===== src/rvPkg.sv =====
package rvPkg;

	// data path width, fixed for RV32I
	localparam int XLEN = 32;

	// one data or instruction word
	typedef logic [XLEN-1:0] wordT;
	// architectural register index
	typedef logic [4:0] regIdT;

	// major opcodes, inst[6:0]
	localparam logic [6:0] opcOp    = 7'b0110011;
	localparam logic [6:0] opcOpImm = 7'b0010011;
	localparam logic [6:0] opcLui   = 7'b0110111;
	localparam logic [6:0] opcLoad  = 7'b0000011;
	localparam logic [6:0] opcStore = 7'b0100011;

	// alu function, passB serves lui
	typedef enum logic [3:0] {
		aluAdd,
		aluSub,
		aluAnd,
		aluOr,
		aluXor,
		aluSlt,
		aluSltu,
		aluSll,
		aluSrl,
		aluSra,
		aluPassB
	} aluOpT;

	// memory stage action
	typedef enum logic [2:0] {
		memNone,
		memLoadWord,
		memLoadByte,
		memLoadByteU,
		memStoreWord
	} memOpT;

	// ID/EX stage register contents
	typedef struct packed {
		logic  valid;
		logic  illegal;
		logic  regWen;
		regIdT rd;
		regIdT rs1;
		regIdT rs2;
		aluOpT aluOp;
		memOpT memOp;
		logic  useImm;
		wordT  imm;
		wordT  rdata1;
		wordT  rdata2;
	} idExT;

	// EX/MEM stage register contents
	typedef struct packed {
		logic  valid;
		logic  illegal;
		logic  regWen;
		regIdT rd;
		memOpT memOp;
		// alu value, or byte address for loads and stores
		wordT  result;
		wordT  storeData;
	} exMemT;

	// forwarding bus from a later stage
	typedef struct packed {
		logic  valid;
		regIdT rd;
		wordT  data;
	} fwdT;

	// MEM/WB contents, also the writeback bus and retire fields
	typedef struct packed {
		logic  valid;
		logic  illegal;
		logic  regWen;
		regIdT rd;
		wordT  data;
	} retireT;

endpackage


===== src/memoryStage.sv =====
`timescale 1ns/1ps

module memoryStage import rvPkg::*; #(
	parameter int DMEM_WORDS = 64
) (
	input  logic   clk,
	input  logic   arstN,
	input  exMemT  exMem,
	output fwdT    memFwd,
	output retireT wb
);

	localparam int ADDR_W = (DMEM_WORDS > 1) ? $clog2(DMEM_WORDS) : 1;

	wordT mem [DMEM_WORDS];
	// per-word written flag, unwritten words read as zero
	logic [DMEM_WORDS-1:0] wordWritten;
	logic [ADDR_W-1:0] wordIdx;
	logic [1:0] lane;
	wordT rawWord;
	logic [7:0] byteVal;
	wordT wbData;
	logic storeEn;

	// word address wraps at the memory depth
	assign wordIdx = ADDR_W'((exMem.result >> 2) % DMEM_WORDS);
	assign lane = exMem.result[1:0];
	assign storeEn = exMem.valid && exMem.memOp == memStoreWord;

	// combinational read in the same cycle
	assign rawWord = wordWritten[wordIdx] ? mem[wordIdx] : '0;
	assign byteVal = rawWord[8*lane +: 8];

	// load extension, alu value for everything else
	always_comb begin
		case (exMem.memOp)
			memLoadWord:  wbData = rawWord;
			memLoadByte:  wbData = {{(XLEN-8){byteVal[7]}}, byteVal};
			memLoadByteU: wbData = {{(XLEN-8){1'b0}}, byteVal};
			default:      wbData = exMem.result;
		endcase
	end

	// forward to execute for back-to-back use
	assign memFwd.valid = exMem.valid && exMem.regWen;
	assign memFwd.rd = exMem.rd;
	assign memFwd.data = wbData;

	// whole-word store
	always_ff @(posedge clk) begin
		if (storeEn)
			mem[wordIdx] <= exMem.storeData;
	end

	always_ff @(posedge clk or negedge arstN) begin
		if (!arstN)
			wordWritten <= '0;
		else if (storeEn)
			wordWritten[wordIdx] <= 1'b1;
	end

	// MEM/WB stage register
	always_ff @(posedge clk or negedge arstN) begin
		if (!arstN) begin
			wb <= '0;
		end else begin
			wb.valid <= exMem.valid;
			wb.illegal <= exMem.illegal;
			wb.regWen <= exMem.regWen;
			wb.rd <= exMem.rd;
			wb.data <= wbData;
		end
	end

	// word accesses must be aligned
	assert property (@(posedge clk) disable iff (!arstN)
		(exMem.valid && (exMem.memOp == memLoadWord || exMem.memOp == memStoreWord))
		|-> exMem.result[1:0] == 2'b00)
		else $error("misaligned word access");

endmodule


===== config.mk =====
export PLATFORM = sky130hd
export DESIGN_NAME = memoryStage
export DESIGN_NICKNAME = d
export VERILOG_FILES = /design/src/rvPkg.sv /design/src/memoryStage.sv
export SDC_FILE = /design/constraint.sdc
export NUM_CORES = 2
export LEC_CHECK = 0
export ABC_CLOCK_PERIOD_IN_PS = 2600
export BUFFER_PORTS_ARGS = -buffer_cell sky130_fd_sc_hd__buf_2
export CELL_PAD_IN_SITES_DETAIL_PLACEMENT = 0
export CELL_PAD_IN_SITES_GLOBAL_PLACEMENT = 1
export CORE_ASPECT_RATIO = 1.4
export CORE_MARGIN = 5
export CORE_UTILIZATION = 45
export DETAILED_ROUTE_END_ITERATION = 8
export PLACE_DENSITY = 0.71
export RECOVER_POWER = 100
export SYNTH_ARGS = -nofsm -noshare
export SYNTH_HDL_FRONTEND = slang
export SYNTH_SLANG_ARGS = --single-unit

===== constraint.sdc =====
create_clock -name clk -period 2.6 [get_ports clk]
set_clock_uncertainty 0.2 [all_clocks]
set_input_delay 0 -clock clk [delete_from_list [all_inputs] [get_ports clk]]
set_output_delay 0 -clock clk [all_outputs]
set_load 0.03 [all_outputs]

* Word level (Yosys, flattened, before mapping) *
Memories as Yosys holds them, arrays and structs flattened.
Index checks and enable logic that the tools add are counted.

storage, ports and cells
  register bits after elaboration = 104
  latch bits = 0
  bits in writable memories = 2048
  memory bits (read-only) = 0
  input port bits = 77
  output and inout port bits = 78
  logic and storage cells = 26
  memories = 1

operators by class
  add/sub/neg operators = 0
  multipliers = 0
  div/mod/pow operators = 0
  order comparisons = 2
  equality and inequality tests = 4
  shift-type cells = 1
  mux-type cells = 8
  bitwise operators = 1
  reductions and logical operators = 3

memory list
  name  words  width  rd ports  clocked after memory_dff  wr ports  RTL line           text
  mem   64     32     1         0                         1         memoryStage.sv:15  wordT mem [DMEM_WORDS];

operators with widths
  kind                count
  $pmux 32 s3         1
  $or 64x64->64       1
  $mux 32             1
  $shiftx 32x6->8     1
  $lt 6x7->1 const B  1
  $bmux 1 s6          1
  $demux 1 s6         1
  $eq 3x2->1 const B  2
  $ge 6x1->1 const B  1
  $mux 1              4
  $eq 3x1->1 const B  1
  $eq 3x3->1 const B  1
  $logic_and 1x1->1   3

* Depth between registers and ports, before layout *
  word-level depth = 5
  gate-level depth with buffers = 17
  gate-level depth less buffers = 8

* Worst setup path after synthesis *
OpenSTA, ideal clock, no wires.

  path type = input -> register
  start point = input exMem[36] (netlist name)
  end point = memory mem[32][0] (netlist name), enable pin
  library setup time = 462 ps
  data arrival time = 3770 ps
  data required time = 1938 ps
  slack = -1832 ps
  cell stages on the path = 11
  buffers on the path = 10
  path through = buf_6 > buf_12 > buf_12 > buf_12 > buf_6 > buf_6 > buf_4 > buf_4 > buf_4 > buf_2 > nor3_1

RTL lines
  item         RTL line           text
  from (decl)  memoryStage.sv:8   input exMemT exMem,
  to (decl)    memoryStage.sv:15

Straight into the memory's write port.

==> results.sh <==
export IMPL_violations="capacitance limit, slew limit, setup timing"
export IMPL_rsz0062_at_grt="true"
export IMPL_crit_fanout=2
export IMPL_drtPass1Iterations=7
export IMPL_p_per_area_mw_per_mm2=708.7
export IMPL_slew_violations=562
export IMPL_synthAdderAreaFrac_pct=0
export IMPL_yosysSeqAreaShare_pct=77.23
export IMPL_ys_warn_count=0
export IMPL_wl_um=320600
export IMPL_gp_congestion=0.9898
export IMPL_via_per_inst=6.569
export IMPL_worstMarginPinSlew_ns=2.482
export IMPL_setup_viol_count_final=2176
export IMPL_first_iter_violations=8401
export IMPL_fin_ws_ns=-1.453
export IMPL_hpwl_um=208500
export IMPL_hp_class="in2reg"
export IMPL_max_vdd_ir_drop_mv=0.6234
export IMPL_p_leak_nw=34.87
export IMPL_avgSynthCellArea_sq_um=18.43
export IMPL_use_met3_pct=7.818
export IMPL_post_route_period_util_pct=155.9
export IMPL_antenna_found_initial=7
export IMPL_fp_dieW_um=373.0
export IMPL_clock_latency_ns=0.86
export IMPL_period_minus_slack_ns=4.053
export IMPL_rows=186
export IMPL_clock_path_buffers=3
export IMPL_fin_nets=5588
export IMPL_grt_pass1_vias=52288
export IMPL_syn_cell_area_sq_mm=0.08300
export IMPL_clk_pin_slew_worst_paths_ns=0.06
export IMPL_seq_area_sq_mm=0.06410
export IMPL_pin_count=155
export IMPL_outcome="complete, but fails checks"
export IMPL_grt_first_pass_wirelength_um=433100
export IMPL_root_buffer="clkbuf_16"
export IMPL_wl_per_cell_um=39.37
export IMPL_grt_use_met2_pct=50.57
export IMPL_cts_tree="yes"
export IMPL_numCtsBuffers=198
export IMPL_synthArstFlopShare_pct=4.833
export IMPL_final_common_cell="edfxtp_1"
export IMPL_max_freq_mhz=246.8
export IMPL_grt_usage_pct=32.37
export IMPL_n_fill_cell=14124
export IMPL_critical_path_class="reg2out"
export IMPL_synthMuxAreaShare_pct=7.890
export IMPL_synth_top_family_by_area="compound AO/OA/AOI/OAI gates"
export IMPL_ctsHtreeMaxLevel=4
export IMPL_synth_compound_area_share_pct=9.212
export IMPL_worstPathArrival_ns=3.85
export IMPL_end_kind="output port"
export IMPL_synthDistinctLibCells=88
export IMPL_place_ws_ns=-2.005
export IMPL_fin_hold_ws_ns=0.06273
export IMPL_cap_violations=13
export IMPL_vias=53494
export IMPL_synth_fp_nets=4581
export IMPL_synth_xor_area_share_pct=0
export IMPL_synth_main_ff_cell="edfxtp_1"
export IMPL_design_core_area_sq_mm=0.1834
export IMPL_cts_sinks=2152
export IMPL_syn_inst=4504
export IMPL_ys_ff_latch=2152
export IMPL_cp_required_ns=2.40
export IMPL_ant_nets=0
export IMPL_design_die_area_sq_mm=0.1933
export IMPL_hold_violations=0
export IMPL_start_util_pct=45.26
export IMPL_final_cell_mix="edfxtp_1, buf_4, mux2i_1"
export IMPL_met1_usage_pct=40.45
export IMPL_drc=0
export IMPL_synth_edff_count=2048
export IMPL_busiest_layer="met2"
export IMPL_worstSetupStartpointType="flop"
export IMPL_grt_max_degree=88
export IMPL_syn2layout_area_growth_pct=24.31
export IMPL_max_slew_margin_pct=-65.46
export IMPL_drive_above_1_share_pct=30.61
export IMPL_grt_overflow=0
export IMPL_numPortBuffers=154
export IMPL_yosys_area_share_simple_pct=3.318
export IMPL_multi_input_area_sq_mm=0.01842
export IMPL_die_h_um=518.2
==> kinds of logic (layout without fill, tap and decap cells) <==
family	Yosys count	count (layout)
buffers and inverters	316	1496
other	0	15
multiplexers	485	485
flip-flops	2152	2152
AO/OA/AOI/OAI	1020	1020
AND/OR/NAND/NOR	531	531
==> cell usage after synthesis (all sizes together), types with 6 or more instances <==
master	instances	area, sq um
o221ai	13	113.9
nor4b	8	82.58
nor4	11	81.32
and4b	6	60.06
mux2	128	1449
a31oi	46	287.8
nor2b	8	52.55
a22oi	223	1674
and3b	6	52.55
nand4	21	131.4
nand2b	19	118.9
a221oi	200	1783
a21oi	126	698.2
nand2	124	465.5
clkbuf	104	390.4
a221o	32	320.3
o2bb2ai	32	280.3
o2111ai	6	52.55
and2	8	52.56
edfxtp	2048	61500
or2	69	431.7
o22ai	85	531.8
o211ai	19	142.6
mux2i	235	2352
a22o	68	604.3
nor3	22	120.1
nor2	156	593.1
buf	206	1541
or3	8	50.05
o21ai	86	434.2
a222oi	11	110.1
nor3b	11	115.1
nand3	27	135.1
and3	9	56.30
dfrtp	104	2603
mux4	122	2748
o22a	12	105.1
a211oi	21	157.7
==> routing by layer <==
layer | wire length (um) | vias to the layer above | part of all wire [%]
met5 | 22 | - | 0.0069
met4 | 27800 | 4 | 8.7
met3 | 37790 | 1093 | 12
met2 | 145700 | 4188 | 45
met1 | 109300 | 27506 | 34
li1 | - | 20703 | -
==> worst paths after layout <==
check,startpoint,to,slack (ns),depth (start not counted)
worst min-delay path,exMem[64],wb[27]$_DFF_PN0_,0.06,6
worst max register to register,mem[35][10]$_DFFE_PP_,wb[2]$_DFF_PN0_,-0.66,10
worst max-delay path,mem[35][10]$_DFFE_PP_,memFwd[2],-1.45,10
max in group asynchronous,arstN,wb[7]$_DFF_PN0_,0.59,4
min in group asynchronous,arstN,wordWritten[35]$_DFFE_PN0P_,0.41,3
worst min register to register,wordWritten[5]$_DFFE_PN0P_,wordWritten[5]$_DFFE_PN0P_,0.26,1
==> metrics by stage <==
step                      setup TNS, ns  area (sq um)  instances  power, W  utilization [%]
after floorplan                 -207.36         83750       4504   0.04119                -
after global placement          -170.56         94690       7611   0.04416            51.63
after detailed placement        -178.25         94690       7611   0.04422            51.63
final                           -575.58        103200       8143   0.07313            56.27
after global routing            -521.42        103200       8129   0.07483            56.25
after CTS                        -50.96        103300       8124   0.07306            56.33
==> power breakdown <==
| group | switching (W) | internal (W) | total, W |
|---|---|---|---|
| combinational | 0.00376 | 0.00219 | 0.00595 |
| clock | 0.0131 | 0.0159 | 0.0290 |
| sequential | 0.0000774 | 0.0381 | 0.0382 |
==> critical path, stage by stage (launching register included) <==
cell and delay [ns]:
edfxtp_1 0.35, mux2_4 0.28, a221o_1 0.31, a222oi_1 0.38
o22ai_2 0.22, a21oi_2 0.17, buf_6 0.15, a311oi_2 0.09
o211ai_1 0.41, o211ai_1 0.36, buf_4 0.28
==> registers in the layout, indices dropped and copies added, names as in the netlist <==
name	count
wb	40
mem	2048
wordWritten	64
==> area by class of cell <==
class                           count  share of cell area [%]
Timing Repair Buffer             1117                   10.81
Clock inverter                    115                   1.034
Tap cell                         2444                   2.964
Inverter                            6                 0.02789
Multi-Input combinational cell   2036                   17.85
Clock buffer                      258                   5.158
Antenna cell                       15                 0.03638
Sequential cell                  2152                   62.12
==> what timing repair did <==
| action | 4_1_cts | 5_1_grt |
|---|---|---|
| hold endpoints to repair | 2420 | 0 |
| pin swaps | 24 | 28 |
| resized for setup | 176 | 45 |
| setup endpoints to repair | 64 | 64 |
| buffers inserted | 15 | 11 |
| gates cloned | 1 | 0 |
| hold buffers | 128 | 0 |
No activity file was read; power rests on OpenSTA's default activity.
