## config.mk

```make
export PLATFORM = sky130hd
export DESIGN_NAME = executeStage
export DESIGN_NICKNAME = d
export VERILOG_FILES = /design/src/rvPkg.sv /design/src/executeStage.sv
export SDC_FILE = /design/constraint.sdc
export NUM_CORES = 1
export LEC_CHECK = 0
export BUFFER_PORTS_ARGS = -buffer_cell sky130_fd_sc_hd__buf_2
export CORE_MARGIN = 3
export CORE_UTILIZATION = 37
export CTS_CLUSTER_DIAMETER = 40
export DETAILED_ROUTE_END_ITERATION = 8
export PLACE_DENSITY = 0.61
export SETUP_SLACK_MARGIN = 0.5
export SLEW_MARGIN = 20
export SYNTH_ARGS = -nofsm -noshare
export SYNTH_HDL_FRONTEND = slang
export SYNTH_SLANG_ARGS = --single-unit
```

## constraint.sdc

```tcl
create_clock -name clk -period 0.8 [get_ports clk]
set_input_delay 0.04 -clock clk [delete_from_list [all_inputs] [get_ports clk]]
set_output_delay 0.04 -clock clk [all_outputs]
set_load 0.01 [all_outputs]
```

## src/rvPkg.sv

```systemverilog
package rvPkg;

	// data path width, fixed for RV32I
	localparam int XLEN = 32;

	// one data or instruction word
	typedef logic [XLEN-1:0] wordT;
	// architectural register index
	typedef logic [4:0] regIdT;

	// major opcodes, inst[6:0]
	localparam logic [6:0] opcOp    = 7'b0110011;
	localparam logic [6:0] opcOpImm = 7'b0010011;
	localparam logic [6:0] opcLui   = 7'b0110111;
	localparam logic [6:0] opcLoad  = 7'b0000011;
	localparam logic [6:0] opcStore = 7'b0100011;

	// alu function, passB serves lui
	typedef enum logic [3:0] {
		aluAdd,
		aluSub,
		aluAnd,
		aluOr,
		aluXor,
		aluSlt,
		aluSltu,
		aluSll,
		aluSrl,
		aluSra,
		aluPassB
	} aluOpT;

	// memory stage action
	typedef enum logic [2:0] {
		memNone,
		memLoadWord,
		memLoadByte,
		memLoadByteU,
		memStoreWord
	} memOpT;

	// ID/EX stage register contents
	typedef struct packed {
		logic  valid;
		logic  illegal;
		logic  regWen;
		regIdT rd;
		regIdT rs1;
		regIdT rs2;
		aluOpT aluOp;
		memOpT memOp;
		logic  useImm;
		wordT  imm;
		wordT  rdata1;
		wordT  rdata2;
	} idExT;

	// EX/MEM stage register contents
	typedef struct packed {
		logic  valid;
		logic  illegal;
		logic  regWen;
		regIdT rd;
		memOpT memOp;
		// alu value, or byte address for loads and stores
		wordT  result;
		wordT  storeData;
	} exMemT;

	// forwarding bus from a later stage
	typedef struct packed {
		logic  valid;
		regIdT rd;
		wordT  data;
	} fwdT;

	// MEM/WB contents, also the writeback bus and retire fields
	typedef struct packed {
		logic  valid;
		logic  illegal;
		logic  regWen;
		regIdT rd;
		wordT  data;
	} retireT;

endpackage

```

## src/executeStage.sv

```systemverilog
`timescale 1ns/1ps

module executeStage import rvPkg::*; (
	input  logic   clk,
	input  logic   arstN,
	input  idExT   idEx,
	input  fwdT    memFwd,
	input  retireT wb,
	output exMemT  exMem
);

	wordT opA;
	wordT opB;
	wordT fwdB;
	wordT aluOut;
	logic [4:0] shamt;
	exMemT exMemNext;

	// operand select, MEM result first, then writeback, then decode read
	function automatic wordT pickOperand(
		input regIdT  idx,
		input wordT   readVal,
		input fwdT    mf,
		input retireT wbBus
	);
		wordT val;
		if (idx != '0 && mf.valid && mf.rd == idx)
			val = mf.data;
		else if (idx != '0 && wbBus.valid && wbBus.regWen && wbBus.rd == idx)
			val = wbBus.data;
		else
			val = readVal;
		return val;
	endfunction

	assign opA = pickOperand(idEx.rs1, idEx.rdata1, memFwd, wb);
	// rs2 value, also the store data
	assign fwdB = pickOperand(idEx.rs2, idEx.rdata2, memFwd, wb);
	assign opB = idEx.useImm ? idEx.imm : fwdB;
	// low five bits only, covers shamt in I-type too
	assign shamt = opB[4:0];

	always_comb begin
		case (idEx.aluOp)
			aluAdd:   aluOut = opA + opB;
			aluSub:   aluOut = opA - opB;
			aluAnd:   aluOut = opA & opB;
			aluOr:    aluOut = opA | opB;
			aluXor:   aluOut = opA ^ opB;
			aluSlt:   aluOut = {{(XLEN-1){1'b0}}, $signed(opA) < $signed(opB)};
			aluSltu:  aluOut = {{(XLEN-1){1'b0}}, opA < opB};
			aluSll:   aluOut = opA << shamt;
			aluSrl:   aluOut = opA >> shamt;
			aluSra:   aluOut = wordT'($signed(opA) >>> shamt);
			aluPassB: aluOut = opB;
			default:  aluOut = '0;
		endcase
	end

	always_comb begin
		exMemNext.valid = idEx.valid;
		exMemNext.illegal = idEx.illegal;
		exMemNext.regWen = idEx.regWen;
		exMemNext.rd = idEx.rd;
		exMemNext.memOp = idEx.memOp;
		// address for loads and stores
		exMemNext.result = aluOut;
		exMemNext.storeData = fwdB;
	end

	// EX/MEM stage register
	always_ff @(posedge clk or negedge arstN) begin
		if (!arstN)
			exMem <= '0;
		else
			exMem <= exMemNext;
	end

	// rd drives both forwarding compares downstream
	assert property (@(posedge clk) disable iff (!arstN)
		exMem.valid |-> !$isunknown(exMem.rd))
		else $error("valid EX/MEM entry with unknown rd");

endmodule

```

Word-level counts from Yosys, hierarchy flattened

Cells that the tools add are included.

Input port bits: 202
Bits in registers: 75
Output and inout port bits: 75
Logic and storage cells: 50

Reduce and logical (&&, ||, !) cells: 13
$lt $le $gt $ge: 2
Add/subtract/negate cells: 2
Bitwise logic cells: 3
Equality and inequality tests: 14
Shift operators: 3
Mux-type cells: 6

Operator list:

| kind                                                                  | number |
|---|---|
| 32-bit one-hot mux with 11 select lines                               | 1 |
| 32-bit two-way mux                                                    | 5 |
| 32-bit < comparator                                                   | 2 |
| 32-bit adder                                                          | 1 |
| 32-bit bitwise AND                                                    | 1 |
| 32-bit bitwise OR                                                     | 1 |
| 32-bit by 5-bit << shifter with 32-bit output                         | 1 |
| 32-bit by 5-bit right shift with 32-bit output                        | 1 |
| 32-bit by 5-bit >>> shifter with 32-bit output                        | 1 |
| 32-bit subtractor                                                     | 1 |
| 32-bit XOR                                                            | 1 |
| 5-bit equality test                                                   | 4 |
| 4-bit by 3-bit equality test with 1-bit output, second input constant | 4 |
| 4-bit equality test, second input constant                            | 3 |
| 1-bit logical AND                                                     | 10 |
| 5-bit nonzero test                                                    | 2 |
| 4-bit by 2-bit equality test with 1-bit output, second input constant | 2 |
| 4-bit by 1-bit equality test with 1-bit output, second input constant | 1 |
| 4-bit zero test                                                       | 1 |

Logic depth before layout (Yosys ltp)

Gate-level depths: netlist (run 1).

Depth in word-level cells: 9
Mapped depth: 24
Mapped depth without buffers: 20

Least setup slack after synthesis (run 1)

No wires, ideal clock.

Kind: input to register
From: in idEx[105] in the netlist's numbering
To: reg exMem[63] in the netlist's numbering
Data arrival time: 4830 ps
Required time: 676 ps
Stages on the path: 22
Setup slack: -4154 ps
Path buffers: 5
Library setup time: 124 ps
Cells stage by stage: or4_4 o211ai_2 or2_2 buf_4 a31oi_1 mux2i_1 clkbuf_1 clkbuf_1 buf_1 ha_1 clkbuf_1 nor3_1 o31ai_1 o21a_1 a211oi_1 a31oi_1 and4_1 o41ai_1 o21ba_2 o41ai_1 xnor2_1 a211o_1

Cells in the longest elaborated chain, start to end: 9
Elaborated cells between the ends (all ways): 20
Classes of those cells: add/sub: 2; eq/ne: 2; shift: 3; mux: 4; bitwise: 3; reduce/logical: 6

RTL lines:

| item                                      | RTL line                               | RTL |
|---|---|---|
| from (decl)                               | executeStage.sv:6                      | `input idExT idEx,` |
| 5-bit nonzero test                        | executeStage.sv:27, executeStage.sv:29 |  |
| 1-bit logical AND (3 in series)           | executeStage.sv:29                     | `else if (idx != '0 && wbBus.valid && wbBus.regWen && wbBus.rd == idx)` |
| 32-bit two-way mux                        | executeStage.sv:29                     |  |
| 32-bit two-way mux *                      | executeStage.sv:27                     | `if (idx != '0 && mf.valid && mf.rd == idx)` |
| via fwdB[4]                               | executeStage.sv:14                     | `wordT fwdB;` |
| 32-bit two-way mux *                      | executeStage.sv:39                     | `assign opB = idEx.useImm ? idEx.imm : fwdB;` |
| 32-bit subtractor (tied with other cells) | executeStage.sv:46                     | `aluSub: aluOut = opA - opB;` |
| 32-bit one-hot mux with 11 select lines * | executeStage.sv:44                     | `case (idEx.aluOp)` |
| via aluOut[31]                            | executeStage.sv:15                     | `wordT aluOut;` |
| to (signal assigned)                      | executeStage.sv:76                     | `exMem <= exMemNext;` |
| to (decl)                                 | executeStage.sv:9                      | `output exMemT exMem` |

Mark *: on every way through the listed nets, which the timed path passes. The rest lies on a longest branch.

Worst setup path in the final report (run 1)

From: in wb[39] in the netlist's numbering
To: reg exMem[62] in the netlist's numbering

Cells in the longest elaborated chain, start to end: 8
Elaborated cells between the ends (all ways): 20
Classes of those cells: add/sub: 2; shift: 3; mux: 6; bitwise: 3; reduce/logical: 6

RTL lines:

| item                                              | RTL line                               | RTL |
|---|---|---|
| from (decl)                                       | executeStage.sv:8                      | `input retireT wb,` |
| 1-bit logical AND * (3 in series)                 | executeStage.sv:29                     |  |
| 32-bit two-way mux *                              | executeStage.sv:29                     |  |
| 32-bit two-way mux *                              | executeStage.sv:27                     |  |
| via fwdB[7]                                       | executeStage.sv:14                     |  |
| 32-bit two-way mux *                              | executeStage.sv:39                     |  |
| 32-bit subtractor or 32-bit adder (tied branches) | executeStage.sv:46, executeStage.sv:45 |  |
| 32-bit one-hot mux with 11 select lines *         | executeStage.sv:44                     |  |
| via aluOut[30]                                    | executeStage.sv:15                     |  |

Marked as above.

==> results of run 1 <==
critical path, stage by stage:
cell and delay [ps]:
buf_2 100, and2_1 260, nand4_1 250, nor3_4 320, buf_6 150, buf_12 140, mux2i_4 300, o21ai_2 140
nand2_1 140, nand2_1 100, ha_1 300, or4_4 520, a2111o_1 450, nand4_1 170, nand4b_1 140, o211ai_1 220
buf_4 170, a21oi_2 60, buf_6 140, a221oi_4 300, xor2_1 220, a2bb2oi_2 230, nand3_2 130
cells in the final DEF, fill, tap and decap left out, types with 14 or more instances in the layout:
| cell type | instances |
|---|---|
| o21ai_2 | 37 |
| ha_1 | 80 |
| nand3_1 | 107 |
| nand2_1 | 140 |
| o21ai_1 | 51 |
| inv_1 | 85 |
| xnor2_1 | 37 |
| nand4_1 | 17 |
| buf_4 | 728 |
| mux2i_1 | 66 |
| o22ai_1 | 27 |
| nor3_1 | 53 |
| a221oi_1 | 18 |
| nor2_1 | 121 |
| o21a_1 | 14 |
| o21ai_0 | 108 |
| a21oi_2 | 26 |
| o211ai_1 | 24 |
| a31oi_1 | 32 |
| mux2i_4 | 17 |
| a21oi_1 | 102 |
| buf_2 | 243 |
| buf_12 | 22 |
| dfrtp_1 | 73 |
| nor3_2 | 14 |
| buf_6 | 148 |
cell families (layout without fill, tap and decap cells):
| logic type | after synthesis | count (layout) | synth area share [%] |
|---|---|---|---|
| AO/OA/AOI/OAI | 644 | 644 | 33.6 |
| AND/OR/NAND/NOR | 574 | 574 | 21.7 |
| buffers and inverters | 231 | 1257 | 7.64 |
| multiplexers | 104 | 104 | 8.57 |
| adder cells (fa/ha/maj) | 100 | 100 | 10.1 |
| flip-flops | 75 | 75 | 14.9 |
| XOR/XNOR | 51 | 51 | 3.55 |
| other | 0 | 1 | 0 |
report_power, final:
part	switching, W	leakage [nW]	total, W	internal [W]
clock network	0.00219	0.143	0.00462	0.00243
registers	0.000206	0.911	0.00439	0.00418
logic	0.0112	10.1	0.0210	0.00986
layer usage:
layer  track usage, %  up-vias  routed length [µm]
met5                0        -                  28
met4             29.7        4                8490
met3             11.7      538               10700
met2             69.0     1772               37300
met1             54.5     9500               31900
li1                 -     8638                   -
through the flow:
| step | util (%) | TNS [ps] | setup WS, ps | cell area, µm² | total power (W) |
|---|---|---|---|---|---|
| finish | 71.8 | -147790 | -3940 | 23700 | 0.0300 |
| global route | 71.8 | -152210 | -4000 | 23700 | 0.0310 |
| CTS | 68.1 | -132790 | -3530 | 22500 | 0.0278 |
| detailed placement | 59.4 | -151810 | -4350 | 19600 | 0.0207 |
| global placement | 59.4 | -149280 | -4260 | 19600 | 0.0206 |
| floorplan | - | -128980 | -3710 | 12800 | 0.0118 |
timing repair:
item,in CTS,in global routing
endpoints found under the setup margin,139,139
resized for setup,362,190
pin swaps,119,86
buffers inserted,120,35
cloned,1,1
hold endpoints to repair,97,94
final cells by class:
cell class                      count  area (µm²)
Multi-Input combinational cell   1473       11700
Fill cell                        2457        9310
Timing Repair Buffer             1148        8920
Sequential cell                    75        1880
Tap cell                          442         553
Inverter                           93         353
Clock buffer                       10         229
Clock inverter                      6        65.1
Antenna cell                        1        2.50
final timing paths:
check / end / cells after the start
setup / recovery: exMem[62] / 23
hold / removal: exMem[56] / 1
max in group asynchronous: exMem[19] / 2
min in group clk: exMem[72] / 1
==> summary.txt, run 1 <==
Die
  • Die X-Extent: around 190 µm
  • IO Pins: ~280
  • Initial Utilization: a little under two fifths
  • CORE AREA: about 33000 µm²
  • Rows: 66
  • Chip height: about 190 µm
  • Die area: around 36000 µm²

Yosys
  • Yosys warning count: 0
  • Synthesized Nets: around 2100
  • Gate count after technology mapping: approximately 1800
  • Top FF cell, synth: dfrtp_1
  • Register area share after synthesis: between 10% and 20%
  • Post-synth EDFFs: 0
  • Cell Area, Synth: between 10000 and 15000 µm²
  • Syn_area_per_cell: between 7 and 8 µm²
  • Most frequent cells after synthesis: 168 x o21ai_0, 151 x nand2_1, 131 x a21oi_1
  • Ys async rst share: 100%
  • Area contributors post-synth: dfrtp_1 15%, ha_1 9.8%, mux2i_1 7.4%
  • Share of the synthesized area in the top cell type: roughly 15%
  • Cell accounting for the most synthesized area: dfrtp_1
  • Number of synthesized register bits: 75
  • Unique masters post-synth: 97
  • Most common cell in the synthesized netlist: o21ai_0

Timing
  • Worst Slack Setup Final: -3940 ps
  • RSZ-0062 raised after global routing: yes
  • Final Hold Viols: 96
  • Final Max Slew Viols: 0
  • Slew HR: 47.9%
  • Final setup viols: about 140
  • Crit share post-route: 592%
  • Hold_ws: -489 ps
  • Slew @ Worst Pin: 773 ps
  • FMAX: between 200 and 250 MHz
  • Min Tclk post-route: between 4000 and 5000 ps

CTS
  • CTS tree: built
  • Max Buffers Root-to-Sink: 2
  • H-tree level count: 3
  • Num Clock Sinks: 75
  • Clock Pin Slew Worst Setup and Hold Paths: roughly 70 ps
  • TritonCTS buffer count: 9
  • Clock root cell: clkbuf_16

GRT
  • Initial antenna violation count: 3
  • Vias in the first global route: 19481
  • First-pass GRT wire length: 121000 µm
  • Grt ovf: 0
  • GRT Total Usage: between 40% and 50%
  • Largest net degree at the start of global routing: 67

Placed design
  • Count of input and output buffers: about 280
  • Dpl hpwl: roughly 64000 µm
  • Dpl cells: 3074
  • Placer congestion estimate: around 1.1

Detailed routing
  • Final WL: around 88000 µm
  • First drt pass iteration count: 7
  • DR WL/cell: about 27 µm
  • DR iter-0 viols: about 2600
  • Drc violations: 0
  • Avg Vias per Cell: around 6.3
  • Detail Route Antenna Nets: 0
  • Vias: 20452

Critical path
  • Worst endpoint required time: 1050 ps
  • Crit path capture type: flop
  • CP Class: primary input to flop
  • Crit path launch type: primary input
  • WP data arrival: roughly 5000 ps
  • Crit Path Max Fanout: 8
  • Worst setup startpoint: wb[39]

Outcome
  • Failing checks: negative hold slack, negative setup slack
  • Status: finished, violations left

Power
  • VDD IR max: 1.25 mV
  • P_leak: ~11 nW
  • Pwr per Cell Area: 1270 nW/µm²

Final layout
  • Non-Filler Instances: about 3200
  • Largest register FFs: 75
  • Layout cells sized above 1: between 50 and 60%
  • Top flop regs: exMem (75)
  • Syn-to-layout area delta: 88.7%
  • Total Nets Final: 3102
  • Top reg by flops: exMem

Min path
  • Worst hold path type: primary input to asynchronous set/reset pin

Job
  • Max_cap viols: 0
No activity file was read; power rests on OpenSTA's default activity.
==> run 2: changes to the inputs <==
--- a/config.mk
+++ b/config.mk
@@ -5,12 +5,13 @@
 export SDC_FILE = /design/constraint.sdc
 export NUM_CORES = 1
 export LEC_CHECK = 0
+export ABC_AREA = 1
 export BUFFER_PORTS_ARGS = -buffer_cell sky130_fd_sc_hd__buf_2
 export CORE_MARGIN = 3
 export CORE_UTILIZATION = 37
 export CTS_CLUSTER_DIAMETER = 40
 export DETAILED_ROUTE_END_ITERATION = 8
-export PLACE_DENSITY = 0.61
+export PLACE_DENSITY = 0.59
 export SETUP_SLACK_MARGIN = 0.5
 export SLEW_MARGIN = 20
 export SYNTH_ARGS = -nofsm -noshare
==> constraint.sdc (replaced) <==
create_clock -name clk -period 5.2 [get_ports clk]
set_input_delay 0.26 -clock clk [delete_from_list [all_inputs] [get_ports clk]]
set_output_delay 0.26 -clock clk [all_outputs]
set_load 0.01 [all_outputs]
==> summary.txt, run 2 <==
Placed design
  • Dpl hpwl: 57200 µm (-11%)
  • Count of input and output buffers: 275 (unchanged)
  • Placer congestion estimate: 0.991 (-12%)
  • Dpl cells: 3064 (-0.33%)

Yosys
  • Gate count after technology mapping: 2365 (+33%)
  • Most frequent cells after synthesis: 637 x nand2_1, 405 x nand3_1, 259 x inv_1
  • Most common cell in the synthesized netlist: nand2_1
  • Share of the synthesized area in the top cell type: 18.0% (+3.1 points)
  • Ys async rst share: 100% (unchanged)
  • Number of synthesized register bits: 75 (unchanged)
  • Compound-Gate Fraction of Synth Area: 19.4% (-14 points)
  • Syn_area_per_cell: 5.61 µm² (-21%)
  • Synth Area in Simple Gates: 44.0% (+22 points)
  • Unique masters post-synth: 50 (-48%)
  • Synth Area in Adders: 9.54% (-0.53 points)
  • XOR/XNOR Fraction of Synth Area: 0.462% (-3.1 points)
  • Yosys warning count: 0 (unchanged)
  • Top FF cell, synth: dfrtp_1
  • Cell Area, Synth: 13300 µm² (+5.6%)
  • Largest family of logic cells by synthesized area: simple AND/OR/NAND/NOR gates
  • Post-synth EDFFs: 0 (unchanged)
  • Mux contribution to synthesized area: 0% (-8.6 points)
  • Register area share after synthesis: 14.1% (-0.79 points)
  • Area contributors post-synth: nand2_1 18%, nand3_1 15%, dfrtp_1 14%
  • Cell accounting for the most synthesized area: nand2_1
  • Synthesized Nets: 2667 (+28%)

Critical path
  • CP Class: primary input to flop
  • WP data arrival: 4740 ps (-250 ps)
  • Worst setup startpoint: idEx[106]
  • Critical path's top delay family: compound AO/OA/AOI/OAI gates
  • Crit path capture type: flop
  • Crit Path Max Fanout: 19 (+11)
  • Worst endpoint required time: 5370 ps (+4320 ps)
  • Critical Path Max Stage Delay: 630 ps (+110 ps)
  • Buf/Inv on CP: 6 (+1)
  • Crit path launch type: primary input
  • Crit path cell chain: buf_2 > inv_1 > nand3_1 > nor2_2 > nor2_1 > nand2_2 > inv_2 > o21ai_0 > o22ai_1 > o21ai_0 > inv_1 > ha_1 > nand2_1 > nor3b_1 > buf_4 > nand4_1 > o211ai_1 > a21o_1 > inv_1 > o21ai_0 > a21oi_1 > nand2_1 > nand4_1
  • Crit-path slowest cell: o21ai_0

GRT
  • Met2 usage: 50.6% (-18 points)
  • First-pass GRT wire length: 103000 µm (-16%)
  • Busiest layer in global routing: met2
  • Initial antenna violation count: 3 (unchanged)
  • GRT Total Usage: 35.2% (-9.4 points)
  • Vias in the first global route: 16169 (-17%)
  • Largest net degree at the start of global routing: 72 (+7.5%)
  • Met1 usage: 49.9% (-4.6 points)
  • Grt ovf: 0 (unchanged)
  • Met3 usage: 9.78% (-1.9 points)

Detailed routing
  • First drt pass iteration count: 6 (-1)
  • Drc violations: 0 (unchanged)
  • Final WL: 70300 µm (-20%)
  • Detail Route Antenna Nets: 0 (unchanged)
  • Vias: 17817 (-13%)
  • Avg Vias per Cell: 5.76 (-8.5%)
  • DR WL/cell: 22.7 µm (-16%)
  • DR iter-0 viols: 2267 (-14%)

Outcome
  • Status: finished clean

Timing
  • FMAX: around 220 MHz
  • Final Max Slew Viols: 0 (unchanged)
  • Final setup viols: 0 (-100%)
  • Post-Route Setup TNS: 0 ps (+147790 ps)
  • Slew HR: 27.1% (-21 points)
  • Final Hold Viols: 0 (-100%)
  • RSZ-0062 raised after global routing: yes
  • Crit share post-route: around 90%
  • Slew @ Worst Pin: 1090 ps (+320 ps)
  • Min Tclk post-route: 4580 ps

CTS
  • TritonCTS buffer count: 9 (unchanged)
  • Num Clock Sinks: 75 (unchanged)
  • Post-CTS Setup Bufs: 0 (-100%)
  • CTS tree: built
  • Clock root cell: clkbuf_16
  • Max Buffers Root-to-Sink: 2 (unchanged)
  • Clock Pin Slew Worst Setup and Hold Paths: 60 ps (about the same)
  • H-tree level count: 3 (unchanged)

Die
  • CORE AREA: 35000 µm² (+5.9%)
  • Die area: 38200 µm² (+5.4%)
  • Rows: 68 (+3.0%)
  • Initial Utilization: 38.0% (-0.094 points)
  • IO Pins: 277 (unchanged)
  • Chip height: 195 µm (+2.7%)
  • Die X-Extent: 195 µm (+2.7%)

Power
  • Logic pwr share: 57.9% (-12 points)
  • Sw Ratio: 48.7% (+3.5 points)
  • VDD IR max: 0.248 mV (-80%)
  • Clk pwr share: 22.4% (+7.0 points)
  • P_leak: 8.57 nW (-23%)
  • Internal Power: 0.00172 W (-90%)
  • Pwr per Cell Area: 212 nW/µm² (-83%)
  • Seq pwr share: 19.7% (+5.1 points)
  • NetSw: 0.00163 W (-88%)

Final layout
  • Syn-to-layout area delta: 19.1%
  • Layout cells sized above 1: 17.9% (-35 points)
  • Total Nets Final: 2934 (-5.4%)
  • Largest register FFs: 75 (unchanged)
  • Non-Filler Instances: 3093 (-4.8%)
  • Top reg by flops: exMem
  • Commonest non-fill, non-tap cell in the layout: nand2_1
  • Most frequent cells in the layout: 636 x nand2_1, 405 x nand3_1, 274 x buf_2
  • # fillers: 3890 (+58%)
  • Top flop regs: exMem (75)

Job
  • Max_cap viols: 0 (unchanged)

Min path
  • Worst hold path type: primary input to flop
  • Min-delay src: memFwd[2]
[run 2: power groups by stage]
stage	Combinational [W]	Clock, W	Sequential, W
floorplan	0.00110	0	0.000704
global placement	0.00186	0	0.000671
detailed placement	0.00187	0	0.000671
CTS	0.00188	0.000766	0.000662
global route	0.00211	0.000790	0.000665
finish	0.00195	0.000752	0.000661
[run 2: path summary, 6_finish.rpt]
check                            end  slack (ps)  cells past startpoint
max in group asynchronous  exMem[54]        3760                      3
hold / removal              exMem[2]         160                      3
min in group asynchronous  exMem[19]         350                      2
setup / recovery           exMem[60]         620                     23
[run 2: layout make-up]
cell class	count	area (µm²)	area share (%)
diodes	1	2.50	0.0158
inverters	279	1050	6.62
well taps	455	569	3.60
repair buffers	379	2200	13.9
multi-input cells	1888	9780	61.8
clock buffers	9	225	1.42
clock inverters	7	123	0.775
flip-flops and latches	75	1880	11.9
[run 2: cells by family after synthesis]
group	Yosys count
buffers and inverters	402
adders and majority gates	100
DFF	75
and+or+nand+nor	1340
xor gates and xnor gates	7
AOI/OAI and AO/OA	441
[run 2: timing repair]
item                                    4_1_cts  5_1_grt
resized for setup                             0        5
endpoints found under the setup margin        0        9
hold buffers                                 12        0
endpoints found under the hold margin        34        0
[run 2: per-layer routing]
| layer | vias to the layer above | wire (µm) |
|---|---|---|
| met5 | - | 23 |
| met4 | 4 | 2970 |
| met3 | 108 | 8810 |
| met2 | 1162 | 28600 |
| met1 | 8141 | 29900 |
| li1 | 8402 | - |
[run 2: through the flow]
step	cell area (µm²)	setup WS, ps	hold WS, ps	utilization, %	power (W)
5_1_grt	15800	470	163	45.2	0.00356
3_3_place_gp	15300	508	190	43.9	0.00253
4_1_cts	15800	844	136	45.2	0.00331
6_report	15800	622	159	45.2	0.00336
2_1_floorplan	13300	1590	-35.6	-	0.00181
3_5_place_dp	15300	470	194	43.9	0.00254
